## src/matrix_pkg.sv

```systemverilog
package matrix_pkg;

    // ----------------------------------------------------------
    // Basic types
    // ----------------------------------------------------------
    typedef logic [1:0]         slot_t;  // Matrix slot index
    typedef logic [2:0]         dim_t;   // Row/col count or index
    typedef logic signed [15:0] elem_t;  // Matrix element
    typedef logic [7:0]         byte_t;  // UART character

    // Dimension view of a parsed number, only low bits count
    typedef struct packed {
        logic [12:0] rsvd;
        dim_t        dim;
    } dim_word_t;

    // One parsed number, read as element or as dimension
    typedef union packed {
        elem_t     elem;  // Data phase
        dim_word_t dw;    // Dimension phase
    } num_word_u;

    // ----------------------------------------------------------
    // Character codes and print limits
    // ----------------------------------------------------------
    localparam byte_t CHAR_MINUS = 8'h2D;
    localparam byte_t CHAR_SPACE = 8'h20;
    localparam byte_t CHAR_ZERO  = 8'h30;

    localparam int MAX_DIGITS = 5;  // 32768 needs five

endpackage
```

## src/mem_if.sv

```systemverilog
`timescale 1ns/1ns

// Write side of the matrix store, elements and dimensions
interface mem_wr_if;
    matrix_pkg::slot_t slot;
    matrix_pkg::dim_t  row;
    matrix_pkg::dim_t  col;
    matrix_pkg::elem_t wdata;
    logic              we;      // Single-cycle element write
    matrix_pkg::dim_t  dim_m;
    matrix_pkg::dim_t  dim_n;
    logic              dim_we;  // Single-cycle dimension write

    modport ctrl  (output slot, row, col, wdata, we, dim_m, dim_n, dim_we);
    modport store (input  slot, row, col, wdata, we, dim_m, dim_n, dim_we);
endinterface

// Read side, used by the printer
interface mem_rd_if;
    matrix_pkg::slot_t slot;
    matrix_pkg::dim_t  row;
    matrix_pkg::dim_t  col;
    matrix_pkg::elem_t rdata;  // One cycle after address
    matrix_pkg::dim_t  dim_m;  // Combinational for slot
    matrix_pkg::dim_t  dim_n;

    modport reader (output slot, row, col, input  rdata, dim_m, dim_n);
    modport store  (input  slot, row, col, output rdata, dim_m, dim_n);
endinterface

```

## src/matrix_calc_top.sv

```systemverilog
`timescale 1ns/1ns

module matrix_calc_top #(
    parameter int CLK_FREQ  = 100_000_000,
    parameter int BAUD_RATE = 115_200
) (
    input  logic              clk,
    input  logic              rst_n,
    input  logic              rxd,
    input  logic              btn_load,
    input  logic              btn_print,
    input  matrix_pkg::slot_t slot_sel,
    output logic              txd,
    output logic              busy
);
    matrix_pkg::byte_t     rx_byte;
    logic                  rx_valid;
    matrix_pkg::num_word_u num;
    logic                  num_valid;
    logic                  print_start;
    matrix_pkg::slot_t     print_slot;
    logic                  print_done;
    matrix_pkg::byte_t     tx_data;
    logic                  tx_start;
    logic                  tx_busy;

    mem_wr_if wr_bus ();
    mem_rd_if rd_bus ();

    // ----------------------------------------------------------
    // Input side
    // ----------------------------------------------------------
    uart_rx #(.CLK_FREQ(CLK_FREQ), .BAUD_RATE(BAUD_RATE)) u_rx (
        .clk(clk), .rst_n(rst_n), .rxd(rxd), .rx_byte(rx_byte), .rx_valid(rx_valid)
    );

    num_parser u_parser (
        .clk(clk), .rst_n(rst_n), .rx_byte(rx_byte), .rx_valid(rx_valid),
        .num(num), .num_valid(num_valid)
    );

    // ----------------------------------------------------------
    // Control and storage
    // ----------------------------------------------------------
    matrix_ctrl u_ctrl (
        .clk(clk), .rst_n(rst_n), .btn_load(btn_load), .btn_print(btn_print),
        .slot_sel(slot_sel), .num(num), .num_valid(num_valid),
        .print_done(print_done), .busy(busy), .print_start(print_start),
        .print_slot(print_slot), .wr(wr_bus)
    );

    matrix_store u_store (.clk(clk), .rst_n(rst_n), .wr(wr_bus), .rd(rd_bus));

    // ----------------------------------------------------------
    // Output side
    // ----------------------------------------------------------
    dec_printer u_printer (
        .clk(clk), .rst_n(rst_n), .print_start(print_start), .print_slot(print_slot),
        .tx_busy(tx_busy), .print_done(print_done), .tx_data(tx_data),
        .tx_start(tx_start), .rd(rd_bus)
    );

    uart_tx #(.CLK_FREQ(CLK_FREQ), .BAUD_RATE(BAUD_RATE)) u_tx (
        .clk(clk), .rst_n(rst_n), .tx_data(tx_data), .tx_start(tx_start),
        .txd(txd), .tx_busy(tx_busy)
    );

endmodule

```

## src/uart_tx.sv

```systemverilog
`timescale 1ns/1ns

module uart_tx #(
    parameter int CLK_FREQ  = 100_000_000,
    parameter int BAUD_RATE = 115_200
) (
    input  logic              clk,
    input  logic              rst_n,
    input  matrix_pkg::byte_t tx_data,
    input  logic              tx_start,
    output logic              txd,
    output logic              tx_busy
);
    localparam int CLKS_PER_BIT = CLK_FREQ / BAUD_RATE;
    localparam int CNT_W        = $clog2(CLKS_PER_BIT);

    logic [CNT_W-1:0] clk_cnt;
    logic [3:0]       bit_cnt;  // 0 start, 1..8 data, 9 stop
    logic [8:0]       shreg;    // {stop, data}

    always_ff @(posedge clk or negedge rst_n) begin
        if (!rst_n) begin
            txd     <= 1'b1;
            tx_busy <= 1'b0;
            clk_cnt <= '0;
            bit_cnt <= '0;
            shreg   <= '1;
        end else if (!tx_busy) begin
            if (tx_start) begin
                shreg   <= {1'b1, tx_data};
                txd     <= 1'b0;  // Start bit
                tx_busy <= 1'b1;
                clk_cnt <= '0;
                bit_cnt <= '0;
            end
        end else if (clk_cnt == CNT_W'(CLKS_PER_BIT - 1)) begin
            clk_cnt <= '0;
            if (bit_cnt == 4'd9) begin
                tx_busy <= 1'b0;  // End of stop bit, line stays high
            end else begin
                txd     <= shreg[0];  // LSB first
                shreg   <= {1'b1, shreg[8:1]};
                bit_cnt <= bit_cnt + 1'b1;
            end
        end else begin
            clk_cnt <= clk_cnt + 1'b1;
        end
    end

endmodule

```

## src/dec_printer.sv

```systemverilog
`timescale 1ns/1ns

module dec_printer (
    input  logic              clk,
    input  logic              rst_n,
    input  logic              print_start,
    input  matrix_pkg::slot_t print_slot,
    input  logic              tx_busy,
    output logic              print_done,
    output matrix_pkg::byte_t tx_data,
    output logic              tx_start,
    mem_rd_if.reader          rd
);
    typedef enum logic [2:0] {
        S_IDLE, S_READ, S_LATCH, S_DIV, S_SIGN, S_DIGIT, S_SPACE, S_FLUSH
    } state_t;

    state_t           state;
    matrix_pkg::dim_t row;
    matrix_pkg::dim_t col;
    logic [15:0]      mag;       // Unsigned, holds 32768
    logic             neg;
    logic [3:0]       digits [matrix_pkg::MAX_DIGITS];  // [0] is ones
    logic [2:0]       dcnt;
    logic [2:0]       top;       // Highest nonzero digit
    logic [2:0]       idx;
    logic             can_send;

    assign rd.slot  = print_slot;  // Held by controller while printing
    assign rd.row   = row;
    assign rd.col   = col;
    assign can_send = !tx_busy && !tx_start;  // Busy lags start by one

    // ----------------------------------------------------------
    // Element walk and character sequencing
    // ----------------------------------------------------------
    always_ff @(posedge clk or negedge rst_n) begin
        if (!rst_n) begin
            state      <= S_IDLE;
            row        <= '0;
            col        <= '0;
            mag        <= '0;
            neg        <= 1'b0;
            dcnt       <= '0;
            top        <= '0;
            idx        <= '0;
            tx_data    <= '0;
            tx_start   <= 1'b0;
            print_done <= 1'b0;
        end else begin
            tx_start   <= 1'b0;
            print_done <= 1'b0;
            case (state)
                S_IDLE: if (print_start) begin
                    row <= '0;
                    col <= '0;
                    if (rd.dim_m == '0 || rd.dim_n == '0) print_done <= 1'b1;  // Empty slot
                    else state <= S_READ;
                end
                S_READ: state <= S_LATCH;  // Wait for registered read
                S_LATCH: begin
                    neg   <= rd.rdata[15];
                    mag   <= rd.rdata[15] ? 16'(-rd.rdata) : 16'(rd.rdata);
                    dcnt  <= '0;
                    top   <= '0;
                    state <= S_DIV;
                end
                S_DIV: begin
                    mag  <= mag / 16'd10;
                    dcnt <= dcnt + 1'b1;
                    if (mag % 16'd10 != '0) top <= dcnt;
                    if (dcnt == 3'(matrix_pkg::MAX_DIGITS - 1)) state <= S_SIGN;
                end
                S_SIGN: begin
                    idx <= top;
                    if (!neg) begin
                        state <= S_DIGIT;
                    end else if (can_send) begin
                        tx_data  <= matrix_pkg::CHAR_MINUS;
                        tx_start <= 1'b1;
                        state    <= S_DIGIT;
                    end
                end
                S_DIGIT: if (can_send) begin  // Most significant first
                    tx_data  <= matrix_pkg::CHAR_ZERO + {4'b0, digits[idx]};
                    tx_start <= 1'b1;
                    if (idx == '0) state <= S_SPACE;
                    else idx <= idx - 1'b1;
                end
                S_SPACE: if (can_send) begin
                    tx_data  <= matrix_pkg::CHAR_SPACE;
                    tx_start <= 1'b1;
                    state    <= S_READ;
                    if (col == rd.dim_n - 1'b1) begin
                        col <= '0;
                        row <= row + 1'b1;
                        if (row == rd.dim_m - 1'b1) state <= S_FLUSH;  // Last element
                    end else begin
                        col <= col + 1'b1;
                    end
                end
                S_FLUSH: if (can_send) begin  // Last stop bit out
                    print_done <= 1'b1;
                    state      <= S_IDLE;
                end
                default: state <= S_IDLE;
            endcase
        end
    end

    // Digit buffer, filled ones first
    always_ff @(posedge clk) begin
        if (state == S_DIV) digits[dcnt] <= 4'(mag % 16'd10);
    end

endmodule

```

## src/matrix_store.sv

```systemverilog
`timescale 1ns/1ns

module matrix_store (
    input logic     clk,
    input logic     rst_n,
    mem_wr_if.store wr,
    mem_rd_if.store rd
);
    matrix_pkg::elem_t mem [256];  // {slot, row, col}
    matrix_pkg::dim_t  dim_m [4];
    matrix_pkg::dim_t  dim_n [4];

    // Element array, registered read
    always_ff @(posedge clk) begin
        if (wr.we) mem[{wr.slot, wr.row, wr.col}] <= wr.wdata;
        rd.rdata <= mem[{rd.slot, rd.row, rd.col}];
    end

    // Per-slot dimensions, empty after reset
    always_ff @(posedge clk or negedge rst_n) begin
        if (!rst_n) begin
            for (int i = 0; i < 4; i++) begin
                dim_m[i] <= '0;
                dim_n[i] <= '0;
            end
        end else if (wr.dim_we) begin
            dim_m[wr.slot] <= wr.dim_m;
            dim_n[wr.slot] <= wr.dim_n;
        end
    end

    assign rd.dim_m = dim_m[rd.slot];
    assign rd.dim_n = dim_n[rd.slot];

endmodule

```

## src/matrix_ctrl.sv

```systemverilog
`timescale 1ns/1ns

module matrix_ctrl (
    input  logic                  clk,
    input  logic                  rst_n,
    input  logic                  btn_load,
    input  logic                  btn_print,
    input  matrix_pkg::slot_t     slot_sel,
    input  matrix_pkg::num_word_u num,
    input  logic                  num_valid,
    input  logic                  print_done,
    output logic                  busy,
    output logic                  print_start,
    output matrix_pkg::slot_t     print_slot,
    mem_wr_if.ctrl                wr
);
    typedef enum logic [1:0] {S_IDLE, S_DIM, S_DATA, S_PRINT} state_t;

    state_t            state;
    logic [1:0]        load_q;   // [0] sample, [1] previous
    logic [1:0]        print_q;
    logic              load_edge;
    logic              print_edge;
    matrix_pkg::slot_t slot;
    matrix_pkg::dim_t  m_cnt;    // Zero until first dimension
    matrix_pkg::dim_t  n_cnt;
    matrix_pkg::dim_t  row;
    matrix_pkg::dim_t  col;

    assign load_edge  = load_q[0] & ~load_q[1];
    assign print_edge = print_q[0] & ~print_q[1];

    assign busy        = (state != S_IDLE);
    assign print_start = print_edge && !load_edge && (state == S_IDLE);  // Load wins
    assign print_slot  = (state == S_IDLE) ? slot_sel : slot;
    assign wr.slot     = slot;

    // ----------------------------------------------------------
    // Entry FSM
    // ----------------------------------------------------------
    always_ff @(posedge clk or negedge rst_n) begin
        if (!rst_n) begin
            state     <= S_IDLE;
            load_q    <= '0;
            print_q   <= '0;
            slot      <= '0;
            m_cnt     <= '0;
            n_cnt     <= '0;
            row       <= '0;
            col       <= '0;
            wr.we     <= 1'b0;
            wr.dim_we <= 1'b0;
        end else begin
            load_q    <= {load_q[0], btn_load};
            print_q   <= {print_q[0], btn_print};
            wr.we     <= 1'b0;
            wr.dim_we <= 1'b0;
            case (state)
                S_IDLE: begin
                    if (load_edge) begin
                        slot  <= slot_sel;
                        m_cnt <= '0;
                        state <= S_DIM;
                    end else if (print_edge) begin
                        slot  <= slot_sel;
                        state <= S_PRINT;
                    end
                end
                S_DIM: if (num_valid && num.dw.dim != '0) begin  // Zero dims skipped
                    if (m_cnt == '0) begin
                        m_cnt <= num.dw.dim;
                    end else begin
                        n_cnt     <= num.dw.dim;
                        wr.dim_we <= 1'b1;
                        row       <= '0;
                        col       <= '0;
                        state     <= S_DATA;
                    end
                end
                S_DATA: if (num_valid) begin
                    wr.we <= 1'b1;
                    if (col == n_cnt - 1'b1) begin  // Row complete
                        col <= '0;
                        if (row == m_cnt - 1'b1) state <= S_IDLE;
                        else row <= row + 1'b1;
                    end else begin
                        col <= col + 1'b1;
                    end
                end
                S_PRINT: if (print_done) state <= S_IDLE;
                default: state <= S_IDLE;
            endcase
        end
    end

    // Write payload, qualified by we/dim_we one cycle later
    always_ff @(posedge clk) begin
        wr.row   <= row;
        wr.col   <= col;
        wr.wdata <= num.elem;
        wr.dim_m <= m_cnt;
        wr.dim_n <= num.dw.dim;  // Second dimension arrives with dim_we
    end

endmodule

```

## src/num_parser.sv

```systemverilog
`timescale 1ns/1ns

module num_parser (
    input  logic                  clk,
    input  logic                  rst_n,
    input  matrix_pkg::byte_t     rx_byte,
    input  logic                  rx_valid,
    output matrix_pkg::num_word_u num,
    output logic                  num_valid
);
    logic [15:0] acc;        // Magnitude, wraps mod 2^16
    logic        neg;
    logic        have_digit;
    logic        is_digit;
    logic [3:0]  digit;

    assign is_digit = (rx_byte >= matrix_pkg::CHAR_ZERO) &&
                      (rx_byte <= matrix_pkg::CHAR_ZERO + 8'd9);
    assign digit    = 4'(rx_byte - matrix_pkg::CHAR_ZERO);

    always_ff @(posedge clk or negedge rst_n) begin
        if (!rst_n) begin
            acc        <= '0;
            neg        <= 1'b0;
            have_digit <= 1'b0;
            num        <= '0;
            num_valid  <= 1'b0;
        end else begin
            num_valid <= 1'b0;
            if (rx_valid) begin
                if (is_digit) begin
                    acc        <= acc * 16'd10 + 16'(digit);
                    have_digit <= 1'b1;
                end else if (rx_byte == matrix_pkg::CHAR_MINUS && !have_digit) begin
                    neg <= 1'b1;  // Sign only before first digit
                end else begin
                    // Any separator ends the number
                    if (have_digit) begin
                        num.elem  <= neg ? -$signed(acc) : $signed(acc);
                        num_valid <= 1'b1;
                    end
                    acc        <= '0;
                    neg        <= 1'b0;  // Lone minus forgotten
                    have_digit <= 1'b0;
                end
            end
        end
    end

endmodule

```

## src/uart_rx.sv

```systemverilog
`timescale 1ns/1ns

module uart_rx #(
    parameter int CLK_FREQ  = 100_000_000,
    parameter int BAUD_RATE = 115_200
) (
    input  logic              clk,
    input  logic              rst_n,
    input  logic              rxd,
    output matrix_pkg::byte_t rx_byte,
    output logic              rx_valid
);
    localparam int CLKS_PER_BIT = CLK_FREQ / BAUD_RATE;
    localparam int CNT_W        = $clog2(CLKS_PER_BIT);

    typedef enum logic [1:0] {S_IDLE, S_START, S_DATA, S_STOP} state_t;

    state_t            state;
    logic [1:0]        rx_sync;   // Two-flop synchronizer
    logic [CNT_W-1:0]  clk_cnt;
    logic [2:0]        bit_cnt;
    matrix_pkg::byte_t shreg;
    logic              rx_s;

    assign rx_s = rx_sync[1];

    always_ff @(posedge clk or negedge rst_n) begin
        if (!rst_n) begin
            state    <= S_IDLE;
            rx_sync  <= 2'b11;  // Line idles high
            clk_cnt  <= '0;
            bit_cnt  <= '0;
            shreg    <= '0;
            rx_byte  <= '0;
            rx_valid <= 1'b0;
        end else begin
            rx_sync  <= {rx_sync[0], rxd};
            rx_valid <= 1'b0;
            clk_cnt  <= clk_cnt + 1'b1;
            case (state)
                S_IDLE: begin
                    clk_cnt <= '0;
                    if (!rx_s) state <= S_START;  // Falling edge of start bit
                end
                S_START: if (clk_cnt == CNT_W'(CLKS_PER_BIT / 2 - 1)) begin
                    clk_cnt <= '0;
                    bit_cnt <= '0;
                    state   <= rx_s ? S_IDLE : S_DATA;  // Glitch rejected
                end
                S_DATA: if (clk_cnt == CNT_W'(CLKS_PER_BIT - 1)) begin
                    clk_cnt <= '0;
                    shreg   <= {rx_s, shreg[7:1]};  // LSB first
                    bit_cnt <= bit_cnt + 1'b1;
                    if (bit_cnt == 3'd7) state <= S_STOP;
                end
                S_STOP: if (clk_cnt == CNT_W'(CLKS_PER_BIT - 1)) begin
                    state <= S_IDLE;
                    if (rx_s) begin  // Framing error drops byte
                        rx_byte  <= shreg;
                        rx_valid <= 1'b1;
                    end
                end
                default: state <= S_IDLE;
            endcase
        end
    end

endmodule

```

## config.mk

```make
export PLATFORM = sky130hd
export DESIGN_NAME = matrix_calc_top
export DESIGN_NICKNAME = d
export VERILOG_FILES = /design/src/matrix_pkg.sv /design/src/mem_if.sv /design/src/matrix_calc_top.sv /design/src/uart_tx.sv /design/src/dec_printer.sv /design/src/matrix_store.sv /design/src/matrix_ctrl.sv /design/src/num_parser.sv /design/src/uart_rx.sv
export SDC_FILE = /design/constraint.sdc
export NUM_CORES = 2
export LEC_CHECK = 0
export ABC_AREA = 1
export BUFFER_PORTS_ARGS = -buffer_cell sky130_fd_sc_hd__buf_4
export CORE_MARGIN = 10
export CORE_UTILIZATION = 40
export CTS_BUF_LIST = sky130_fd_sc_hd__clkbuf_16
export DETAILED_ROUTE_END_ITERATION = 7
export SYNTH_ARGS = -nofsm -noshare
export SYNTH_HDL_FRONTEND = slang
export SYNTH_MEMORY_MAX_BITS = 65536
export SYNTH_SLANG_ARGS = --single-unit
```

## constraint.sdc

```tcl
create_clock -name clk -period 6.3 [get_ports clk]
set_clock_uncertainty 0.2 [all_clocks]
set_input_delay 0.63 -clock clk [delete_from_list [all_inputs] [get_ports clk]]
set_output_delay 0.63 -clock clk [all_outputs]
set_load 0.02 [all_outputs]
```

==> impl_table.tex <==
\begin{tabular}{lr}
\hline
Metric & Value \\
\hline
\multicolumn{2}{l}{\textbf{Worst setup path}} \\
\quad Maximum fanout count along the critical path & 7 \\
\quad Kind of critical path & reg -> reg \\
\quad Worst Path Arrival & 6.43 ns \\
\quad Launch point of the critical path & u\_printer.mag[15] \\
\quad WP depth & 59 \\
\quad Total buffers and inverters traversed by the critical path & 9 \\
\quad Delay contributed by the slowest stage of the critical path & 0.45 ns \\
\quad Required time of the critical path & 6.96 ns \\
\quad Setup slack of the worst register-to-register path & 0.54 ns \\
\quad Start of the worst register-to-register path & u\_printer.mag[15] \\
\quad Cell at the slowest stage of the critical path & dfrtp\_2 \\
\quad CP dominant cell by count & nand2\_2 \\
\quad Worst Setup EP & u\_printer.top[1] \\
\quad Critical register-to-register path endpoint & u\_printer.top[1] \\
\quad Largest delay share family, worst path & simple AND/OR/NAND/NOR gates \\
\quad R2R depth & 59 \\
\quad Nature of the critical path startpoint & register \\
\quad Nature of the critical path endpoint & register \\
\multicolumn{2}{l}{\textbf{Die}} \\
\quad Placeable core region & 0.431 mm² \\
\quad Die footprint & 0.459 mm² \\
\quad DIE WIDTH & a little under 700 µm \\
\quad Die Height & between 600 and 700 µm \\
\quad Starting utilization of the core area & 40.1\% \\
\quad Placement row count & 241 \\
\quad I/O pin total & 9 \\
\multicolumn{2}{l}{\textbf{Yosys}} \\
\quad Compound-Gate Fraction of Synth Area & 13.6\% \\
\quad Proportion of synthesized chip area in sequential cells & 74.6\% \\
\quad Cell type contributing the most total cell area after synthesis & edfxtp\_1 \\
\quad Share of synthesized area spent on multiplexers & less than 1\% \\
\quad Nets in the synthesized netlist & 13700 \\
\quad Number of different library cells in the post-synthesis netlist & 55 \\
\quad Mean instance size in the synthesized netlist & 12.6 µm² \\
\quad Post-Synth Simple-Gate Area & under 10\% \\
\quad Area of the mapped netlist & between 0.15 and 0.2 mm² \\
\quad Combinational family with the most area after synthesis & compound AO/OA/AOI/OAI gates \\
\quad Syn. warnings & 0 \\
\quad Synth top area cells & edfxtp\_1 (71\%), o21ai\_0 (8.1\%), nor2\_1 (6.9\%) \\
\quad Post-synthesis async set-or-reset flop share & 4.19\% \\
\quad Flop and latch count out of synthesis & 4339 \\
\quad Adder-Cell Fraction of Synth Area & 0.436\% \\
\quad Post-synthesis cell count & 13700 \\
\quad Area fraction of the dominant cell type after synthesis & approximately 71\% \\
\quad Post-synthesis xor/xnor area fraction & 0.274\% \\
\quad Predominant post-synthesis flop cell & edfxtp\_1 \\
\quad Count of flip-flops with a built-in enable after synthesis & 4116 \\
\multicolumn{2}{l}{\textbf{Power}} \\
\quad Clock power share & 31.9\% \\
\quad Proportion of total power due to net switching & 32.9\% \\
\quad Worst IR Drop VDD & 2.68 mV \\
\quad Internal Power & 52.8 mW \\
\quad Leakage power figure & 76.7 nW \\
\quad Seq pwr share & 41.7\% \\
\quad Power per standard cell area & 403 mW/mm² \\
\quad Sw Pwr & 25.9 mW \\
\quad Gate power share & 26.5\% \\
\multicolumn{2}{l}{\textbf{Timing}} \\
\quad Maximum frequency from static timing analysis & 173 MHz \\
\quad Worst rel slew slack & 10.9\% \\
\quad Final Max Slew Viols & 0 \\
\quad Tightest hold margin & -0.00293 ns \\
\quad Period utilisation layout & 91.5\% \\
\quad Final min period & 5.76 ns \\
\quad Final Setup Violations & 0 \\
\quad Number of hold-slack violations in the final timing report & 1 \\
\quad Transition time of the tightest slew-check pin & 1.33 ns \\
\multicolumn{2}{l}{\textbf{Run status}} \\
\quad Outcome & finished, violations left \\
\quad Violations in the final reports & negative hold slack \\
\multicolumn{2}{l}{\textbf{Clock tree}} \\
\quad TritonCTS clock tree & yes \\
\quad Root buffer cell & clkbuf\_16 \\
\quad \# clock sinks & 4339 \\
\quad Clock transition at the registers of the reported paths & 0.06 ns \\
\quad Maximum clock insertion buffer count & 4 \\
\quad Skew-Pair Late Insertion Delay & 1.01 ns \\
\quad H-tree depth reported by CTS & 5 \\
\quad Number of buffers added by the clock tree synthesis step & 437 \\
\multicolumn{2}{l}{\textbf{Global routing}} \\
\quad Wire length of the first global-routing pass & 748 mm \\
\quad Remaining global-route overflow & 0 \\
\quad Pin count of the biggest net entering global routing & approximately 180 \\
\quad Antenna violations before repair & 37 \\
\quad Global-route total usage across every layer & 21.4\% \\
\quad Vias in the first global route & approximately 110k \\
\multicolumn{2}{l}{\textbf{Final layout}} \\
\quad Layout Nets & 13800 \\
\quad Fraction of final layout cells sized beyond drive strength 1 & 9.41\% \\
\quad Layout Cells excl Fill & 19800 \\
\quad Synthesis-to-finish area growth & 13.1\% \\
\quad Post-layout instance area & 0.196 mm² \\
\quad Most common library cell in the layout ignoring fill and taps & edfxtp\_1 \\
\quad Commonest cells after routing, fill and taps aside & edfxtp\_1 (4116), nor2\_1 (3168), o21ai\_0 (2786), o22ai\_1 (1293), buf\_4 (474) \\
\multicolumn{2}{l}{\textbf{Drt}} \\
\quad Antenna Nets Post-Route & 0 \\
\quad Total routed wirelength & approximately 520 mm \\
\quad Detailed Routing Iterations Pass 1 & 6 \\
\quad Total via count after detailed routing & 115000 \\
\quad Number of remaining DRC errors & 0 \\
\quad Initial detailed-routing violation count & 14500 \\
\quad Ratio of routed vias to standard cells & 5.80 \\
\quad Post-DR wirelength/cell & 26.2 µm \\
\multicolumn{2}{l}{\textbf{Place}} \\
\quad HPWL after detailed placement & 295 mm \\
\quad \# placed instances & 19000 \\
\quad Area of placed instances & 0.182 mm² \\
\quad Port Buffers & 8 \\
\quad RD Place Congestion & 0.859 \\
\multicolumn{2}{l}{\textbf{Flow run}} \\
\quad Number of maximum-capacitance constraint violations & 0 \\
\multicolumn{2}{l}{\textbf{Hold path}} \\
\quad HP Class & in -> async \\
\hline
\end{tabular}
state kept, by name, indices dropped and copies added (netlist names), 16 cells and up, named ones only:
register	count
u_ctrl.wr.wdata	16
u_printer.digits	20
u_parser.num	16
u_store.mem	4096
u_store.rd.rdata	16
u_parser.acc	16
u_printer.mag	16
power groups by stage:
stage	sequential, mW	clock (mW)	combinational, mW
6_report	32.8	25.1	20.8
5_1_grt	32.7	26.5	22.7
3_3_place_gp	33.3	0	19.6
4_1_cts	32.7	25.4	19.6
2_1_floorplan	33.1	0	14.6
3_5_place_dp	33.3	0	19.6
cells by family (layout without fill, tap and decap cells):
kind of cell,Yosys count,count (layout)
simple gates,3731,3731
flops,4339,4339
buf+inv,1207,1589
other cells,0,20
fa+ha+maj,59,59
xor+xnor,54,54
mux,3,3
compound gates,4278,4278
worst register-to-register path: cells and delay by family (launching register included):
family | cells | cell delay [ns]
XOR/XNOR | 1 | 0.18
adder cells (fa/ha/maj) | 1 | 0.18
AO/OA/AOI/OAI | 2 | 0.39
flip-flops | 1 | 0.45
buffers and inverters | 9 | 0.59
AND/OR/NAND/NOR | 46 | 3.66
cell usage after synthesis (11+ instances only):
library cell and count:
xor2_1 41, dfstp_2 11, dfrtp_1 171, a31oi_1 11
a21oi_1 40, nand2_1 316, inv_2 16, o22ai_1 1293
edfxtp_1 4116, o32ai_1 88, xnor2_1 13, inv_1 222
dfxtp_1 41, nand2_2 40, buf_1 26, nand2_4 12
o221ai_1 13, clkbuf_1 937, nor2_1 3191, nand3_1 92
ha_1 57, nor3_1 35, o21ai_0 2787
what timing repair did:
item                                    4_1_cts  5_1_grt
buffers inserted                              0        6
endpoints found under the setup margin        0        3
gates resized for setup                       0       17
endpoints found under the hold margin        84        0
hold buffers                                  6        0
how the worst min path moves through the flow:
stage                               start              endpoint  slack, ns  depth (start not counted)
after floorplan                     rst_n             async pin       0.13                          0
after global placement    u_rx.rx_sync[0]       u_rx.rx_sync[1]       0.15                          0
after detailed placement  u_rx.rx_sync[0]       u_rx.rx_sync[1]       0.15                          0
after CTS                           rst_n  u_printer.tx_data[1]       0.01                          2
after global routing                rst_n  u_printer.tx_data[1]       0.07                          2
final                               rst_n  u_printer.tx_data[1]     -0.003                          2
layer usage:
metal  vias to the layer above  track usage (%)  share of wire (%)
met4                        18             8.05                4.1
li1                      50700                -                  -
met2                      5346             33.0                 45
met3                       894             4.18                9.6
met5                         -                0              0.027
met1                     57800             30.2                 41
cell type report:
class,count,area (µm²)
fillers,38300,235000
clock inverters,350,2640
inverters,244,948
multi-input cells,8125,39500
well taps,5710,7140
flip-flops and latches,4339,129000
diodes,20,50.0
clock buffers,443,11100
repair buffers,552,5050
through the flow:
stage | util, % | setup slack [ns] | TNS [ns] | total power, mW
2_1_floorplan | - | 1.18 | 0 | 47.6
3_3_place_gp | 42.2 | 0.514 | 0 | 52.9
3_5_place_dp | 42.2 | 0.487 | 0 | 52.9
4_1_cts | 45.4 | 0.473 | 0 | 77.6
5_1_grt | 45.4 | -0.0206 | -0.0206 | 81.9
6_report | 45.4 | 0.536 | 0 | 78.7
Power figures use the tool's default switching activity.
